**config.mk**
```make
export PLATFORM = sky130hd
export DESIGN_NAME = trace_prio_top
export DESIGN_NICKNAME = d
export VERILOG_FILES = /design/src/rtl/trace_prio_pkg.sv /design/src/rtl/trace_prio_top.sv /design/src/rtl/packet_out_reg.sv /design/src/rtl/packet_selector.sv /design/src/rtl/addr_compressor.sv /design/src/rtl/lead_count.sv
export VERILOG_INCLUDE_DIRS = /design/src /design/src/rtl
export SDC_FILE = /design/constraint.sdc
export NUM_CORES = 1
export LEC_CHECK = 0
export ABC_AREA = 1
export BUFFER_PORTS_ARGS = -buffer_cell sky130_fd_sc_hd__clkbuf_2
export CORE_MARGIN = 2
export CORE_UTILIZATION = 33
export CTS_CLUSTER_DIAMETER = 150
export DETAILED_ROUTE_END_ITERATION = 12
export SYNTH_ARGS = -nofsm -noshare
export SYNTH_HDL_FRONTEND = slang
export SYNTH_SLANG_ARGS = --single-unit
```
**constraint.sdc**
```tcl
create_clock -name clk_i -period 1.5 [get_ports clk_i]
set_input_delay 0.15 -clock clk_i [delete_from_list [all_inputs] [get_ports clk_i]]
set_output_delay 0.15 -clock clk_i [all_outputs]
set_load 0.01 [all_outputs]
```
**src/rtl/trace_prio_config.svh**
```systemverilog
/*
 * widths shared by the packet-priority stage and its testbench
 * TRACE_CNT_W must stay log2 of TRACE_XLEN, TRACE_KEEP_W one more than that
 */
`ifndef TRACE_PRIO_CONFIG_SVH
`define TRACE_PRIO_CONFIG_SVH

// instruction address width
`define TRACE_XLEN 32

// leading zero/one count width
`define TRACE_CNT_W 5

// keep_bits width, must hold TRACE_XLEN + 1
`define TRACE_KEEP_W 6

`endif
```
**src/rtl/trace_prio_pkg.sv**
```systemverilog
/*
 * packet field encodings of the trace encoder
 * context subformat and trace-lost status are not supported, their codes stay unused
 */
package trace_prio_pkg;

    // te_inst packet format
    typedef enum logic [1:0] {
        F_OPT_EXT    = 2'h0,
        F_DIFF_DELTA = 2'h1,
        F_ADDR_ONLY  = 2'h2,
        F_SYNC       = 2'h3
    } packet_format_e;

    // subformat of a format 3 packet
    // code 2 would be the context subformat
    typedef enum logic [1:0] {
        SF_START   = 2'h0,
        SF_TRAP    = 2'h1,
        SF_SUPPORT = 2'h3
    } sync_subformat_e;

    // qualification status carried by support packets
    // code 2 would be trace lost
    typedef enum logic [1:0] {
        NO_CHANGE = 2'h0,
        ENDED_REP = 2'h1,
        ENDED_NTR = 2'h3
    } qual_status_e;

endpackage

```
**src/rtl/trace_prio_top.sv**
```systemverilog
/*
 * packet-priority stage, one register between valid/ready input and output
 * accepted sets without a packet still advance the selector state
 */
`timescale 1ns/10ps
`include "trace_prio_config.svh"

module trace_prio_top (
    input  logic                             clk_i,
    input  logic                             rst_ni,
    // input handshake
    input  logic                             valid_i,
    output logic                             ready_o,
    input  logic                             lc_exception_i,
    input  logic                             lc_updiscon_i,
    input  logic                             tc_qualified_i,
    input  logic                             tc_exception_i,
    input  logic                             tc_retired_i,
    input  logic                             tc_first_qualified_i,
    input  logic                             tc_privchange_i,
    input  logic                             tc_gt_max_resync_i,
    input  logic                             tc_et_max_resync_i,
    input  logic                             tc_branch_map_empty_i,
    input  logic                             tc_branch_map_full_i,
    input  logic                             tc_enc_enabled_i,
    input  logic                             tc_enc_disabled_i,
    input  logic                             tc_opmode_change_i,
    input  logic                             lc_final_qualified_i,
    input  logic                             nc_exception_i,
    input  logic                             nc_privchange_i,
    input  logic                             nc_branch_map_empty_i,
    input  logic                             nc_qualified_i,
    input  logic                             nc_retired_i,
    input  logic [`TRACE_XLEN-1:0]           addr_i,
    // output handshake
    output logic                             valid_o,
    input  logic                             ready_i,
    output trace_prio_pkg::packet_format_e   packet_format_o,
    output trace_prio_pkg::sync_subformat_e  sync_subformat_o,
    output logic                             thaddr_o,
    output logic                             lc_tc_mux_o,
    output logic                             resync_timer_rst_o,
    output trace_prio_pkg::qual_status_e     qual_status_o,
    output logic [`TRACE_KEEP_W-1:0]         keep_bits_o
);

    import trace_prio_pkg::*;

    logic            accept;
    logic            pkt;
    packet_format_e  sel_format;
    sync_subformat_e sel_subformat;
    logic            sel_thaddr;
    logic            sel_lc_tc_mux;
    logic            sel_resync_rst;
    qual_status_e    sel_qual_status;
    logic [`TRACE_KEEP_W-1:0] keep_bits;

    assign accept = valid_i && ready_o;

    packet_selector i_selector (
        .clk_i                 (clk_i),
        .rst_ni                (rst_ni),
        .accept_i              (accept),
        .lc_exception_i        (lc_exception_i),
        .lc_updiscon_i         (lc_updiscon_i),
        .tc_qualified_i        (tc_qualified_i),
        .tc_exception_i        (tc_exception_i),
        .tc_retired_i          (tc_retired_i),
        .tc_first_qualified_i  (tc_first_qualified_i),
        .tc_privchange_i       (tc_privchange_i),
        .tc_gt_max_resync_i    (tc_gt_max_resync_i),
        .tc_et_max_resync_i    (tc_et_max_resync_i),
        .tc_branch_map_empty_i (tc_branch_map_empty_i),
        .tc_branch_map_full_i  (tc_branch_map_full_i),
        .tc_enc_enabled_i      (tc_enc_enabled_i),
        .tc_enc_disabled_i     (tc_enc_disabled_i),
        .tc_opmode_change_i    (tc_opmode_change_i),
        .lc_final_qualified_i  (lc_final_qualified_i),
        .nc_exception_i        (nc_exception_i),
        .nc_privchange_i       (nc_privchange_i),
        .nc_branch_map_empty_i (nc_branch_map_empty_i),
        .nc_qualified_i        (nc_qualified_i),
        .nc_retired_i          (nc_retired_i),
        .pkt_o                 (pkt),
        .format_o              (sel_format),
        .subformat_o           (sel_subformat),
        .thaddr_o              (sel_thaddr),
        .lc_tc_mux_o           (sel_lc_tc_mux),
        .resync_rst_o          (sel_resync_rst),
        .qual_status_o         (sel_qual_status)
    );

    addr_compressor i_compressor (
        .addr_i      (addr_i),
        .keep_bits_o (keep_bits)
    );

    // only packet-producing sets occupy the register
    packet_out_reg i_out_reg (
        .clk_i         (clk_i),
        .rst_ni        (rst_ni),
        .load_i        (accept && pkt),
        .format_i      (sel_format),
        .subformat_i   (sel_subformat),
        .thaddr_i      (sel_thaddr),
        .lc_tc_mux_i   (sel_lc_tc_mux),
        .resync_rst_i  (sel_resync_rst),
        .qual_status_i (sel_qual_status),
        .keep_bits_i   (keep_bits),
        .ready_i       (ready_i),
        .valid_o       (valid_o),
        .ready_o       (ready_o),
        .format_o      (packet_format_o),
        .subformat_o   (sync_subformat_o),
        .thaddr_o      (thaddr_o),
        .lc_tc_mux_o   (lc_tc_mux_o),
        .resync_rst_o  (resync_timer_rst_o),
        .qual_status_o (qual_status_o),
        .keep_bits_o   (keep_bits_o)
    );

endmodule

```
**src/rtl/packet_out_reg.sv**
```systemverilog
/*
 * one-entry output register, ready_o depends combinationally on ready_i
 * fields hold while valid_o is high and ready_i is low
 */
`timescale 1ns/10ps
`include "trace_prio_config.svh"

module packet_out_reg (
    input  logic                             clk_i,
    input  logic                             rst_ni,
    input  logic                             load_i,
    input  trace_prio_pkg::packet_format_e   format_i,
    input  trace_prio_pkg::sync_subformat_e  subformat_i,
    input  logic                             thaddr_i,
    input  logic                             lc_tc_mux_i,
    input  logic                             resync_rst_i,
    input  trace_prio_pkg::qual_status_e     qual_status_i,
    input  logic [`TRACE_KEEP_W-1:0]         keep_bits_i,
    input  logic                             ready_i,
    output logic                             valid_o,
    output logic                             ready_o,
    output trace_prio_pkg::packet_format_e   format_o,
    output trace_prio_pkg::sync_subformat_e  subformat_o,
    output logic                             thaddr_o,
    output logic                             lc_tc_mux_o,
    output logic                             resync_rst_o,
    output trace_prio_pkg::qual_status_e     qual_status_o,
    output logic [`TRACE_KEEP_W-1:0]         keep_bits_o
);

    import trace_prio_pkg::*;

    logic valid_q;

    // empty, or draining this cycle
    assign ready_o = !valid_q || ready_i;
    assign valid_o = valid_q;

    always_ff @(posedge clk_i or negedge rst_ni) begin
        if (!rst_ni) begin
            valid_q <= 1'b0;
        end else if (load_i) begin
            valid_q <= 1'b1;
        end else if (ready_i) begin
            valid_q <= 1'b0;
        end
    end

    // payload
    always_ff @(posedge clk_i) begin
        if (load_i) begin
            format_o      <= format_i;
            subformat_o   <= subformat_i;
            thaddr_o      <= thaddr_i;
            lc_tc_mux_o   <= lc_tc_mux_i;
            resync_rst_o  <= resync_rst_i;
            qual_status_o <= qual_status_i;
            keep_bits_o   <= keep_bits_i;
        end
    end

    // stalled packet stays put
    assert property (@(posedge clk_i) disable iff (!rst_ni)
        valid_o && !ready_i |=> valid_o && $stable({format_o, subformat_o, thaddr_o,
            lc_tc_mux_o, resync_rst_o, qual_status_o, keep_bits_o}))
        else $error("packet_out_reg: output changed under back-pressure");

endmodule

```
**src/rtl/packet_selector.sv**
```systemverilog
/*
 * packet priority decision for one accepted lc/tc/nc flag set
 * fields are only meaningful while pkt_o is high, state moves only on accept_i
 */
`timescale 1ns/10ps
`include "trace_prio_config.svh"

module packet_selector (
    input  logic                             clk_i,
    input  logic                             rst_ni,
    input  logic                             accept_i,
    // last cycle
    input  logic                             lc_exception_i,
    input  logic                             lc_updiscon_i,
    // this cycle
    input  logic                             tc_qualified_i,
    input  logic                             tc_exception_i,
    input  logic                             tc_retired_i,
    input  logic                             tc_first_qualified_i,
    input  logic                             tc_privchange_i,
    input  logic                             tc_gt_max_resync_i,
    input  logic                             tc_et_max_resync_i,
    input  logic                             tc_branch_map_empty_i,
    input  logic                             tc_branch_map_full_i,
    // support packet triggers
    input  logic                             tc_enc_enabled_i,
    input  logic                             tc_enc_disabled_i,
    input  logic                             tc_opmode_change_i,
    input  logic                             lc_final_qualified_i,
    // next cycle
    input  logic                             nc_exception_i,
    input  logic                             nc_privchange_i,
    input  logic                             nc_branch_map_empty_i,
    input  logic                             nc_qualified_i,
    input  logic                             nc_retired_i,
    // decision
    output logic                             pkt_o,
    output trace_prio_pkg::packet_format_e   format_o,
    output trace_prio_pkg::sync_subformat_e  subformat_o,
    output logic                             thaddr_o,
    output logic                             lc_tc_mux_o,
    output logic                             resync_rst_o,
    output trace_prio_pkg::qual_status_e     qual_status_o
);

    import trace_prio_pkg::*;

    // derived cycle conditions
    logic exc_only;
    logic er_n;
    logic resync_br;
    logic nc_exc_only;
    logic nc_ppccd_br;
    logic support_evt;

    // state across accepted sets
    logic reported_d, reported_q;
    logic reported_upd;
    logic ended_ntr_d, ended_ntr_q;
    logic ended_rep_d, ended_rep_q;

    packet_format_e br_fmt;

    assign exc_only    = tc_exception_i && !tc_retired_i;
    assign er_n        = tc_exception_i && tc_retired_i;
    assign resync_br   = tc_et_max_resync_i && !tc_branch_map_empty_i;
    assign nc_exc_only = nc_exception_i && !nc_retired_i;
    assign nc_ppccd_br = nc_privchange_i && !nc_branch_map_empty_i;
    assign support_evt = tc_enc_enabled_i || tc_enc_disabled_i || tc_opmode_change_i ||
                         lc_final_qualified_i;

    // format 1 with branches pending, otherwise address only
    assign br_fmt = tc_branch_map_empty_i ? F_ADDR_ONLY : F_DIFF_DELTA;

    always_comb begin
        pkt_o         = 1'b0;
        format_o      = F_OPT_EXT;
        subformat_o   = SF_START;
        thaddr_o      = 1'b0;
        lc_tc_mux_o   = 1'b0;
        qual_status_o = NO_CHANGE;
        reported_d    = 1'b0;
        ended_ntr_d   = 1'b0;
        ended_rep_d   = 1'b0;

        if (accept_i) begin
            if (support_evt) begin
                pkt_o       = 1'b1;
                format_o    = F_SYNC;
                subformat_o = SF_SUPPORT;
                // ntr ending takes precedence over rep
                if (ended_ntr_q) begin
                    qual_status_o = ENDED_NTR;
                end else if (ended_rep_q) begin
                    qual_status_o = ENDED_REP;
                end
            end else if (tc_qualified_i) begin
                pkt_o = 1'b1;
                if (lc_exception_i) begin
                    format_o = F_SYNC;
                    if (exc_only) begin
                        // trap without an address, mark it reported
                        subformat_o = SF_TRAP;
                        reported_d  = 1'b1;
                    end else if (reported_q) begin
                        subformat_o = SF_START;
                    end else begin
                        subformat_o = SF_TRAP;
                        thaddr_o    = 1'b1;
                    end
                end else if (tc_first_qualified_i || tc_privchange_i || tc_gt_max_resync_i) begin
                    format_o    = F_SYNC;
                    subformat_o = SF_START;
                end else if (lc_updiscon_i) begin
                    ended_ntr_d = 1'b1;
                    if (exc_only) begin
                        // cause and tval come from this cycle
                        format_o    = F_SYNC;
                        subformat_o = SF_TRAP;
                        lc_tc_mux_o = 1'b1;
                    end else begin
                        format_o = br_fmt;
                    end
                end else if (resync_br || er_n) begin
                    format_o = br_fmt;
                end else if (nc_exc_only || nc_ppccd_br || !nc_qualified_i) begin
                    // last qualified instruction before trace stops
                    ended_rep_d = !nc_qualified_i;
                    format_o    = br_fmt;
                end else if (tc_branch_map_full_i) begin
                    format_o = F_DIFF_DELTA;
                end else begin
                    pkt_o = 1'b0;
                end
            end
        end
    end

    // every sync packet except support restarts the resync timer
    assign resync_rst_o = pkt_o && format_o == F_SYNC && subformat_o != SF_SUPPORT;

    // reported follows traps without address and starts outside exc_only
    assign reported_upd = pkt_o && format_o == F_SYNC &&
                          ((subformat_o == SF_TRAP && !thaddr_o) ||
                           (subformat_o == SF_START && !exc_only));

    always_ff @(posedge clk_i or negedge rst_ni) begin
        if (!rst_ni) begin
            reported_q  <= 1'b0;
            ended_ntr_q <= 1'b0;
            ended_rep_q <= 1'b0;
        end else if (accept_i) begin
            if (reported_upd) begin
                reported_q <= reported_d;
            end
            ended_ntr_q <= ended_ntr_d;
            ended_rep_q <= ended_rep_d;
        end
    end

    // reported only rises through an exception-only trap
    assert property (@(posedge clk_i) disable iff (!rst_ni)
        $rose(reported_q) |-> $past(accept_i && tc_qualified_i && !support_evt &&
                                    lc_exception_i && exc_only))
        else $error("packet_selector: reported set outside an exception-only trap");

endmodule

```
**src/rtl/addr_compressor.sv**
```systemverilog
/*
 * number of low address bits to send, one sign bit included
 * result is 0 for an all-zero or all-one address
 */
`timescale 1ns/10ps
`include "trace_prio_config.svh"

module addr_compressor (
    input  logic [`TRACE_XLEN-1:0]   addr_i,
    output logic [`TRACE_KEEP_W-1:0] keep_bits_o
);

    localparam int unsigned KEEP_W = `TRACE_KEEP_W;

    logic [`TRACE_CNT_W-1:0] lead_zeros;
    logic [`TRACE_CNT_W-1:0] lead_ones;
    logic [`TRACE_CNT_W-1:0] lead_max;
    logic                    all_zeros;
    logic                    all_ones;

    // leading zeros of the address
    lead_count #(
        .WIDTH (`TRACE_XLEN)
    ) i_count_zeros (
        .in_i    (addr_i),
        .cnt_o   (lead_zeros),
        .empty_o (all_zeros)
    );

    // leading ones, counted as zeros of the inverse
    lead_count #(
        .WIDTH (`TRACE_XLEN)
    ) i_count_ones (
        .in_i    (~addr_i),
        .cnt_o   (lead_ones),
        .empty_o (all_ones)
    );

    // drop whichever run is longer
    assign lead_max = (lead_zeros > lead_ones) ? lead_zeros : lead_ones;

    // keep one copy of the sign bit for sign extension
    assign keep_bits_o = (all_zeros || all_ones) ? '0 :
                         KEEP_W'(`TRACE_XLEN) - KEEP_W'(lead_max) + KEEP_W'(1);

endmodule

```
**src/rtl/lead_count.sv**
```systemverilog
/*
 * leading zero counter, WIDTH must be a power of two and at least 2
 * cnt_o reads 0 when the input is all zeros, check empty_o first
 */
`timescale 1ns/10ps
`include "trace_prio_config.svh"

module lead_count #(
    parameter int unsigned WIDTH = `TRACE_XLEN
) (
    input  logic [WIDTH-1:0]         in_i,
    output logic [$clog2(WIDTH)-1:0] cnt_o,
    output logic                     empty_o
);

    localparam int unsigned CNT_W = $clog2(WIDTH);

    logic [CNT_W-1:0] cnt;

    // scan upwards, so the highest set bit wins
    always_comb begin
        cnt = '0;
        for (int i = 0; i < WIDTH; i++) begin
            if (in_i[i]) begin
                cnt = CNT_W'(WIDTH - 1 - i);
            end
        end
        // only the leading one may survive the shift, zeros above it
        if (|in_i) begin
            assert ((in_i >> (CNT_W'(WIDTH - 1) - cnt)) == WIDTH'(1))
                else $error("lead_count: count %0d does not hit the leading one", cnt);
        end
    end

    assign cnt_o   = cnt;
    assign empty_o = ~|in_i;

endmodule

```
==> run metrics, run 1 <==
result of the run finished with violations; violations in the final reports negative setup slack; number of detailed-route iterations in the first pass 4; ys flop type sky130_fd_sc_hd__edfxtp_1; number of antenna violations at the first check in global routing 0; worst clock skew 0.006227 ns; instance count of the mapped netlist 317; Max FO, Critical Path 4; number of global-route vias before repair 2225; final count of negative-setup-slack endpoints 6; type of the worst setup path input pin to flip-flop; r2r startpoint i_out_reg.valid_o$_DFFE_PN0P_; length in cells of the worst reg-to-reg path 9; Final Cell Area 3043 µm²; number of unique standard cell types used by synthesis 22; setup repair after global routing missed its margin yes; crit path DAT 1.92 ns; RD Place Congestion 0.8301; crit end category flip-flop; H-tree lvl count 1; total number of placement rows 26; Final Instance Count excl. Fillers 530; total detailed-routing wirelength 5279 µm; clock network latency to the later pin of the worst-skew pair 0.25 ns; Total Die Area 6095 µm²; setup slack of the most critical reg-to-reg path 0.02 ns; Die X-Extent 78.07 µm; post-route minimum period 1.915 ns; Final HPWL DP 4174 µm; most frequent cell after synthesis sky130_fd_sc_hd__nand2_1; total of buffers placed on input and output ports 72; Num CTS Buffers 3; wire length of the first global-routing pass 8631 µm; Internal 1.102 mW; library cell with the largest summed area after synthesis sky130_fd_sc_hd__nand2_1; period utilization 1.277; Seq pwr share 0.401; Clock Sink Count 19; antenna cells 0; leakage component of the power 1.621 nW; count of max-cap constraint violations 0; post-route DRC violation count 0; pin count of the biggest net entering global routing 16; HP Class input pin to flip-flop; Initial Utilization 0.3478; post-synthesis average cell area 5.711 µm²; startpoint of the worst setup timing path addr_i[0]; crit path capture i_out_reg.keep_bits_o[3]$_SDFFCE_PP0P_; share of post-route cells with drive strength above 1 0.3913; Crit path required time 1.50 ns; count of flip-flops with a built-in enable after synthesis 15; post-synthesis instance area 1810 µm²; Top-Level Pins 73; Total Nets Final 518; post-route worst setup slack -0.4149 ns; Fin. Hold Viols 0; DRC marker count from the first detailed-route iteration 100; relative contribution of combinational cells to total power 0.379; terminus of the critical flop-to-flop path i_selector.reported_q$_DFFE_PN0P_; overall fraction of global-route tracks in use 0.1683; detailed-route via count 2384; Max-slew headroom 0.7733; VDD IR-drop max 0.3616 mV; power share of the clock group 0.219; post-DR vias/cell 4.498; achievable clock frequency 522.2 MHz; max-slew violation total from the final report 0; total gr overflow 0; post-detailed-route wirelength per cell 9.960 µm; clock root buffer sky130_fd_sc_hd__clkbuf_8; synth warn 0; slew at the pin closest to its max-slew limit 0.3369 ns; area share of the leading cell type in the synthesized netlist 0.2509; fraction of the yosys area taken by sequential cells 0.3041; switching part of the total 0.3139; share of async-settable or async-resettable flops after synthesis 0.2105; Syn-to-layout area delta 68.07%; P_sw 504.2 µW; post-detailed-route count of antenna-violating nets 0; power per standard cell area 527.9 nW/µm²; number of placed instances, taps included 512; top post-synthesis cells by area sky130_fd_sc_hd__nand2_1 (25%), sky130_fd_sc_hd__edfxtp_1 (25%), sky130_fd_sc_hd__inv_1 (12%), sky130_fd_sc_hd__nor2_1 (11%), sky130_fd_sc_hd__dfrtp_1 (5.5%); Final TNS setup -1.855 ns; Clock Path Buffers 2; worst slack at placement -0.6665 ns; clock tree from TritonCTS built; Worst Setup Start Kind input pin; die height 78.07 µm; Placed Instance Area 2685 µm²; synthesized netlist net count 374; Floorplan Core Area 5205 µm²; flop and latch count out of synthesis 19; register clock-pin slew on the reported worst setup and hold paths 0.06 ns; leading post-synthesis cells by instance count sky130_fd_sc_hd__nand2_1 (121), sky130_fd_sc_hd__inv_1 (59), sky130_fd_sc_hd__nor2_1 (51)
==> cells in the final DEF, fill, tap and decap left out, types with 2 or more instances in the layout <==
cell / count
sky130_fd_sc_hd__clkbuf_8: 4
sky130_fd_sc_hd__or2_2: 2
sky130_fd_sc_hd__clkbuf_2: 67
sky130_fd_sc_hd__o21ai_0: 7
sky130_fd_sc_hd__buf_4: 65
sky130_fd_sc_hd__nand4_1: 9
sky130_fd_sc_hd__nand2_2: 2
sky130_fd_sc_hd__edfxtp_1: 15
sky130_fd_sc_hd__nor3_1: 4
sky130_fd_sc_hd__nor3_4: 2
sky130_fd_sc_hd__nor2_2: 2
sky130_fd_sc_hd__nor4_1: 2
sky130_fd_sc_hd__dfrtp_1: 4
sky130_fd_sc_hd__a21oi_1: 6
sky130_fd_sc_hd__nor4_4: 2
sky130_fd_sc_hd__nor3_2: 3
sky130_fd_sc_hd__nand3_1: 10
sky130_fd_sc_hd__nand2_1: 115
sky130_fd_sc_hd__nor2_1: 47
sky130_fd_sc_hd__buf_8: 3
sky130_fd_sc_hd__o21ai_1: 2
sky130_fd_sc_hd__nand2_4: 4
sky130_fd_sc_hd__inv_2: 7
sky130_fd_sc_hd__inv_1: 50
sky130_fd_sc_hd__o21bai_1: 2
sky130_fd_sc_hd__nand3_2: 6
sky130_fd_sc_hd__inv_4: 2
sky130_fd_sc_hd__nor2_4: 2
sky130_fd_sc_hd__buf_6: 2
==> critical path: stages <==
cell,delay (ns)
sky130_fd_sc_hd__buf_8,0.11
sky130_fd_sc_hd__nand2_4,0.06
sky130_fd_sc_hd__nand3_2,0.07
sky130_fd_sc_hd__nand3_2,0.09
sky130_fd_sc_hd__nand3_2,0.09
sky130_fd_sc_hd__a31oi_2,0.16
sky130_fd_sc_hd__nor2_1,0.07
sky130_fd_sc_hd__nor2_1,0.10
sky130_fd_sc_hd__nor2_1,0.05
sky130_fd_sc_hd__nor2_1,0.10
sky130_fd_sc_hd__nor2_1,0.05
sky130_fd_sc_hd__nor2_1,0.10
sky130_fd_sc_hd__nor2_1,0.05
sky130_fd_sc_hd__nor2_1,0.09
sky130_fd_sc_hd__o21bai_1,0.08
sky130_fd_sc_hd__nand2_1,0.10
sky130_fd_sc_hd__inv_2,0.06
sky130_fd_sc_hd__ha_4,0.17
sky130_fd_sc_hd__o21ai_2,0.12
sky130_fd_sc_hd__a21oi_1,0.05
==> timing repair <==
| action | in CTS | in global routing |
|---|---|---|
| hold endpoints to repair | 4 | 0 |
| setup buffers | 9 | 4 |
| gates resized for setup | 29 | 24 |
| hold buffers | 1 | 0 |
| setup endpoints to repair | 7 | 24 |
| pin swaps | 15 | 29 |
==> kinds of logic (layout without fill, tap and decap cells) <==
family / Yosys count / in the layout / share of synthesized area
flops: 19 / 19 / 0.3041
fa+ha+maj: 1 / 1 / 0.006910
simple gates: 213 / 213 / 0.4851
xor+xnor: 1 / 1 / 0.004838
buf+inv: 59 / 202 / 0.1223
compound gates: 24 / 24 / 0.07671
==> worst min path at each step <==
stage	depth (start not counted)	start	end
5_1_grt	3	tc_qualified_i	i_selector.reported_q$_DFFE_PN0P_
3_5_place_dp	1	rst_ni	i_out_reg.valid_o$_DFFE_PN0P_
3_3_place_gp	1	rst_ni	i_selector.reported_q$_DFFE_PN0P_
6_report	3	tc_qualified_i	i_selector.reported_q$_DFFE_PN0P_
2_1_floorplan	0	rst_ni	i_out_reg.valid_o$_DFFE_PN0P_
4_1_cts	3	tc_qualified_i	i_selector.reported_q$_DFFE_PN0P_
==> area by class of cell <==
| cell class | count | area, µm² |
|---|---|---|
| clock buffer | 4 | 45.04 |
| fill | 515 | 2162 |
| inverter | 59 | 226.5 |
| multi-input combinational | 239 | 1219 |
| sequential | 19 | 550.5 |
| tap | 70 | 87.58 |
| timing repair buffer | 139 | 914.6 |
==> state kept, by name, indices dropped and copies added (netlist names) <==
name                     cells
i_out_reg.subformat_o        2
i_out_reg.thaddr_o           1
i_selector.ended_rep_q       1
i_out_reg.keep_bits_o        6
i_out_reg.valid_o            1
i_out_reg.format_o           2
i_out_reg.lc_tc_mux_o        1
i_selector.ended_ntr_q       1
i_out_reg.qual_status_o      2
i_out_reg.resync_rst_o       1
i_selector.reported_q        1
==> per-layer routing <==
layer	track usage	vias up	part of all wire
li1	-	1285	-
met1	0.2000	1039	0.43
met2	0.3241	54	0.52
met3	0.01149	6	0.038
met4	0.04561	0	0.0085
met5	0	-	0
==> power groups by stage <==
stage	clock network (mW)	registers [mW]	logic (mW)
final	0.352	0.645	0.609
after global placement	0	0.656	0.516
after CTS	0.355	0.644	0.576
after global routing	0.380	0.647	0.682
after floorplan	0	0.677	0.213
after detailed placement	0	0.655	0.523
==> stage by stage <==
| step | hold slack [ns] | utilization | total power [mW] |
|---|---|---|---|
| 2_1_floorplan | -0.1456 | - | 0.8901 |
| 3_3_place_gp | -0.02891 | 0.5159 | 1.172 |
| 3_5_place_dp | -0.03015 | 0.5159 | 1.178 |
| 4_1_cts | 0.1950 | 0.5630 | 1.575 |
| 5_1_grt | 0.2108 | 0.5846 | 1.709 |
| 6_report | 0.2082 | 0.5846 | 1.606 |
(Power assumes the default switching activity.)
==> inputs of run 2 (changes only) <==
- CORE_ASPECT_RATIO: default -> 2
==> run metrics, run 2 (same netlist as run 1, synthesis figures left out) <==
clock root buffer sky130_fd_sc_hd__clkbuf_8; post-route minimum period 1.944 ns; register clock-pin slew on the reported worst setup and hold paths 0.07 ns; VDD IR-drop max 0.5961 mV; period utilization 1.296; total detailed-routing wirelength 5600 µm; number of cells on the worst hold path 3; CP max-delay cell sky130_fd_sc_hd__clkbuf_2; Final Cell Area 2992 µm²; share of post-route cells with drive strength above 1 0.3811; Initial Utilization 0.3370; number of global-route vias before repair 2384; wire length of the first global-routing pass 9025 µm; Largest register FFs 6; die height 108.8 µm; slew at the pin closest to its max-slew limit 0.4788 ns; clock network latency to the later pin of the worst-skew pair 0.25 ns; r2r startpoint i_out_reg.valid_o$_DFFE_PN0P_; Top-Level Pins 73; count of max-cap constraint violations 0; clock tree from TritonCTS built; most common library cell in the layout ignoring fill and taps sky130_fd_sc_hd__nand2_1; Max FO, Critical Path 4; met2 GRT Util 0.4269; met3 GRT Util 0.01305; register ranked first by flip-flop count i_out_reg.keep_bits_o; setup slack of the most critical reg-to-reg path 0.06 ns; setup repair after global routing missed its margin yes; Total Die Area 6131 µm²; switching part of the total 0.3140; Fin. Hold Viols 0; type of the worst setup path input pin to flip-flop; total number of placement rows 38; Seq pwr share 0.400; terminus of the critical flop-to-flop path i_selector.reported_q$_DFFE_PN0P_; final count of negative-setup-slack endpoints 6; relative contribution of combinational cells to total power 0.385; global route hottest layer met2; met1 track demand over resource in global routing 0.1397; Worst Setup Start Kind input pin; Max-slew headroom 0.6778; achievable clock frequency 514.3 MHz; stage delay of the slowest cell on the critical path 0.13 ns; commonest cells after routing, fill and taps aside sky130_fd_sc_hd__nand2_1 (112), sky130_fd_sc_hd__clkbuf_2 (66), sky130_fd_sc_hd__buf_4 (56), sky130_fd_sc_hd__inv_1 (52), sky130_fd_sc_hd__nor2_1 (44); Floorplan Core Area 5373 µm²; Internal 1.101 mW; post-detailed-route wirelength per cell 10.89 µm; Clock Sink Count 19; P_sw 504.1 µW; worst clock skew 0.001041 ns; pin count of the biggest net entering global routing 16; RD Place Congestion 0.8387; antenna cells 0; Crit path required time 1.51 ns; post-route worst setup slack -0.4443 ns; post-detailed-route count of antenna-violating nets 0; total gr overflow 0; post-route DRC violation count 0; Num CTS Buffers 3; power per standard cell area 536.7 nW/µm²; Syn-to-layout area delta 65.24%; detailed-route via count 2446; leakage component of the power 1.585 nW; DRC marker count from the first detailed-route iteration 40; H-tree lvl count 1; Total Nets Final 512; crit end category flip-flop; Hold Path Sink i_selector.reported_q$_DFFE_PN0P_; overall fraction of global-route tracks in use 0.1845; number of detailed-route iterations in the first pass 4; length in cells of the worst reg-to-reg path 10; Placed Instance Area 2695 µm²; number of antenna violations at the first check in global routing 0; HP Class input pin to flip-flop; max-slew violation total from the final report 0; Die X-Extent 56.38 µm; power share of the clock group 0.215; Final TNS setup -1.825 ns; total of buffers placed on input and output ports 72; Final HPWL DP 4825 µm; result of the run finished with violations; violations in the final reports negative setup slack; crit path DAT 1.96 ns; Clock Path Buffers 2; hold path start tc_qualified_i; final-layout fill cell count 583; most frequent CP cell sky130_fd_sc_hd__nand2_1; post-DR vias/cell 4.759
-- run 2: cell count changes in the layout (fill, tap and decap cells not counted), sizes merged --
cell | previous run | this run
buf | 70 | 64
clkbuf | 72 | 70
clkinv | 0 | 1
nand2 | 121 | 122
-- run 2: metal layers --
layer | part of all wire | wire length (µm)
met5 | 0 | 0
met4 | 0.019 | 104
met3 | 0.033 | 187
met2 | 0.65 | 3622
met1 | 0.30 | 1686
-- run 2: timing repair --
| item | in CTS | in global routing |
|---|---|---|
| endpoints found under the setup margin | 22 | 25 |
| hold endpoints to repair | 4 | 0 |
| pin swaps | 15 | 28 |
| gates resized for setup | 23 | 37 |
| setup buffers | 2 | 1 |
| hold buffers | 1 | 0 |
| cloned | 0 | 1 |
-- run 2: metrics by stage --
stage	total power, mW	setup slack, ns	instances	hold slack, ns	utilization
2_1_floorplan	0.8901	-0.2918	317	-0.1456	-
3_3_place_gp	1.194	-0.7710	505	-0.03379	0.5016
3_5_place_dp	1.203	-0.7649	505	-0.03713	0.5016
4_1_cts	1.574	-0.4745	512	0.1794	0.5340
5_1_grt	1.704	-0.7490	514	0.1988	0.5568
6_report	1.606	-0.4443	514	0.1767	0.5568
-- run 2: area by class of cell --
cell class	count	area, µm²	share of cell area
timing repair buffer	132	884.6	0.2957
multi-input combinational	240	1206	0.4032
clock buffer	3	41.29	0.01380
sequential	19	550.5	0.1840
tap	60	75.07	0.02509
clock inverter	1	5.005	0.001673
inverter	59	229.0	0.07654
-- run 2: power groups by stage --
stage	clock network [mW]	registers [mW]	logic [mW]
3_5_place_dp	0	0.655	0.547
6_report	0.345	0.642	0.619
3_3_place_gp	0	0.653	0.541
5_1_grt	0.367	0.645	0.691
2_1_floorplan	0	0.677	0.213
4_1_cts	0.349	0.644	0.581
-- run 2: worst max-delay path by stage --
stage                                                        end  cells after the start       from
after global routing      i_out_reg.keep_bits_o[0]$_SDFFCE_PP0P_                     33  addr_i[0]
after floorplan           i_out_reg.keep_bits_o[3]$_SDFFCE_PP0P_                     19  addr_i[2]
after global placement    i_out_reg.keep_bits_o[0]$_SDFFCE_PP0P_                     32  addr_i[1]
after detailed placement  i_out_reg.keep_bits_o[0]$_SDFFCE_PP0P_                     32  addr_i[1]
final                     i_out_reg.keep_bits_o[0]$_SDFFCE_PP0P_                     33  addr_i[3]
after CTS                 i_out_reg.keep_bits_o[0]$_SDFFCE_PP0P_                     33  addr_i[0]
-- run 2: critical path, delay by kind of cell --
family	cells	cell delay, ns
buffers and inverters	2	0.25
AND/OR/NAND/NOR	31	1.52
==> inputs of run 3 (changes only) <==
- CORE_UTILIZATION: 33 -> 44
- PLACE_DENSITY: default -> 0.77
==> run metrics, run 3 (same netlist as run 1, synthesis figures left out) <==
Top-Level Pins 73; total gr overflow 0; detailed-route via count 2381; power share of the clock group 0.223; commonest cells after routing, fill and taps aside sky130_fd_sc_hd__nand2_1 (115), sky130_fd_sc_hd__clkbuf_2 (69), sky130_fd_sc_hd__inv_1 (56), sky130_fd_sc_hd__buf_4 (52), sky130_fd_sc_hd__nor2_1 (48); number of global-route vias before repair 2144; Max-slew headroom 0.7674; power per standard cell area 546.6 nW/µm²; terminus of the critical flop-to-flop path i_selector.reported_q$_DFFE_PN0P_; post-detailed-route count of antenna-violating nets 0; final count of negative-setup-slack endpoints 8; HP Class input pin to flip-flop; Total Nets Final 505; Worst Setup Start Kind input pin; Initial Utilization 0.4520; clock tree from TritonCTS built; length in cells of the worst reg-to-reg path 9; Crit path required time 1.51 ns; P_sw 479.5 µW; period utilization 1.268; switching part of the total 0.3091; VDD IR-drop max 0.4571 mV; Max FO, Critical Path 4; crit path capture i_out_reg.keep_bits_o[0]$_SDFFCE_PP0P_; count of max-cap constraint violations 0; violations in the final reports negative setup slack; post-route minimum period 1.902 ns; leakage component of the power 1.535 nW; result of the run finished with violations; number of antenna violations at the first check in global routing 0; total of buffers placed on input and output ports 72; Seq pwr share 0.413; post-DR vias/cell 4.772; Die X-Extent 49.36 µm; RD Place Congestion 0.8446; Fin. Hold Viols 0; most common library cell in the layout ignoring fill and taps sky130_fd_sc_hd__nand2_1; Num CTS Buffers 3; register clock-pin slew on the reported worst setup and hold paths 0.07 ns; post-route DRC violation count 0; Syn-to-layout area delta 56.74%; crit end category flip-flop; type of the worst setup path input pin to flip-flop; setup slack of the most critical reg-to-reg path -0.04 ns; most frequent CP cell sky130_fd_sc_hd__nand2_1; Clock Sink Count 19; wire length of the first global-routing pass 8148 µm; Clock Path Buffers 2; worst clock skew 0.001057 ns; Floorplan Core Area 4005 µm²; slew at the pin closest to its max-slew limit 0.3456 ns; CP max-delay cell sky130_fd_sc_hd__clkbuf_16; total number of placement rows 33; setup repair after global routing missed its margin yes; pin count of the biggest net entering global routing 16; r2r startpoint i_out_reg.valid_o$_DFFE_PN0P_; register ranked first by flip-flop count i_out_reg.keep_bits_o; Final Cell Area 2838 µm²; max-slew violation total from the final report 0; stage delay of the slowest cell on the critical path 0.13 ns; overall fraction of global-route tracks in use 0.2123; final-layout fill cell count 385; Internal 1.072 mW; Largest register FFs 6; clock root buffer sky130_fd_sc_hd__clkbuf_8; DRC marker count from the first detailed-route iteration 41; relative contribution of combinational cells to total power 0.365; die height 94.72 µm; antenna cells 0; total detailed-routing wirelength 5085 µm; post-route worst setup slack -0.4023 ns; core occupancy in the finished layout 0.7085; startpoint of the worst setup timing path addr_i[1]; Total Die Area 4675 µm²; number of detailed-route iterations in the first pass 4; achievable clock frequency 525.7 MHz; Placed Instance Area 2610 µm²; crit path DAT 1.91 ns; post-detailed-route wirelength per cell 10.19 µm; clock network latency to the later pin of the worst-skew pair 0.25 ns; share of post-route cells with drive strength above 1 0.3400; Final HPWL DP 3829 µm; H-tree lvl count 1
## run 3: changes by cell type in the layout (fill, tap and decap cells not counted), sizes merged
cell	before	now
inv	59	58
buf	64	53
clkbuf	70	76
nand2	122	121
## run 3: timing repair
item,CTS,global route
cloned,0,0
pin swaps,5,10
endpoints found under the hold margin,4,0
gates resized for setup,14,13
buffers inserted,3,4
endpoints found under the setup margin,8,23
hold buffers,1,0
## run 3: worst min path at each step
stage                                    endpoint  cells past startpoint  slack, ns           start
2_1_floorplan       i_out_reg.valid_o$_DFFE_PN0P_                      0      -0.15          rst_ni
3_3_place_gp   i_selector.ended_rep_q$_DFFE_PN0P_                      1      -0.04          rst_ni
3_5_place_dp   i_selector.ended_rep_q$_DFFE_PN0P_                      1      -0.04          rst_ni
4_1_cts         i_selector.reported_q$_DFFE_PN0P_                      3       0.20  tc_qualified_i
5_1_grt         i_selector.reported_q$_DFFE_PN0P_                      3       0.22  tc_qualified_i
6_report        i_selector.reported_q$_DFFE_PN0P_                      3       0.18  tc_qualified_i
## run 3: area by class of cell
cell class,count,area [µm²],area share
repair buffers,126,809.5,0.2853
well taps,52,65.06,0.02293
inverters,59,226.5,0.07981
flip-flops and latches,19,550.5,0.1940
multi-input cells,239,1141,0.4021
clock buffers,4,45.04,0.01587
## run 3: stage by stage
| stage | TNS (ns) | cells | total power, mW | setup WS [ns] | hold slack [ns] |
|---|---|---|---|---|---|
| floorplan | -1.282 | 317 | 0.8901 | -0.2918 | -0.1456 |
| global placement | -3.443 | 487 | 1.144 | -0.6563 | -0.03854 |
| detailed placement | -3.661 | 487 | 1.162 | -0.6791 | -0.03722 |
| CTS | -1.781 | 495 | 1.514 | -0.3671 | 0.2030 |
| global route | -3.902 | 499 | 1.644 | -0.6967 | 0.2210 |
| finish | -1.905 | 499 | 1.551 | -0.4023 | 0.1824 |
## run 3: per-layer routing
layer,wire (µm),track usage
met1,2133,0.2380
met2,2722,0.4234
met3,185,0.01108
met4,44,0.05000
met5,0,0
## run 3: worst max-delay path, delay by kind of cell
kind                   cells  cell delay, ns
buffers and inverters      2            0.17
AND/OR/NAND/NOR           33            1.59
## run 3: power by group through the flow
stage	Combinational, mW	Clock, mW	Sequential (mW)
after global placement	0.494	0	0.650
final	0.565	0.345	0.640
after CTS	0.531	0.344	0.639
after detailed placement	0.512	0	0.650
after global routing	0.633	0.366	0.644
after floorplan	0.213	0	0.677
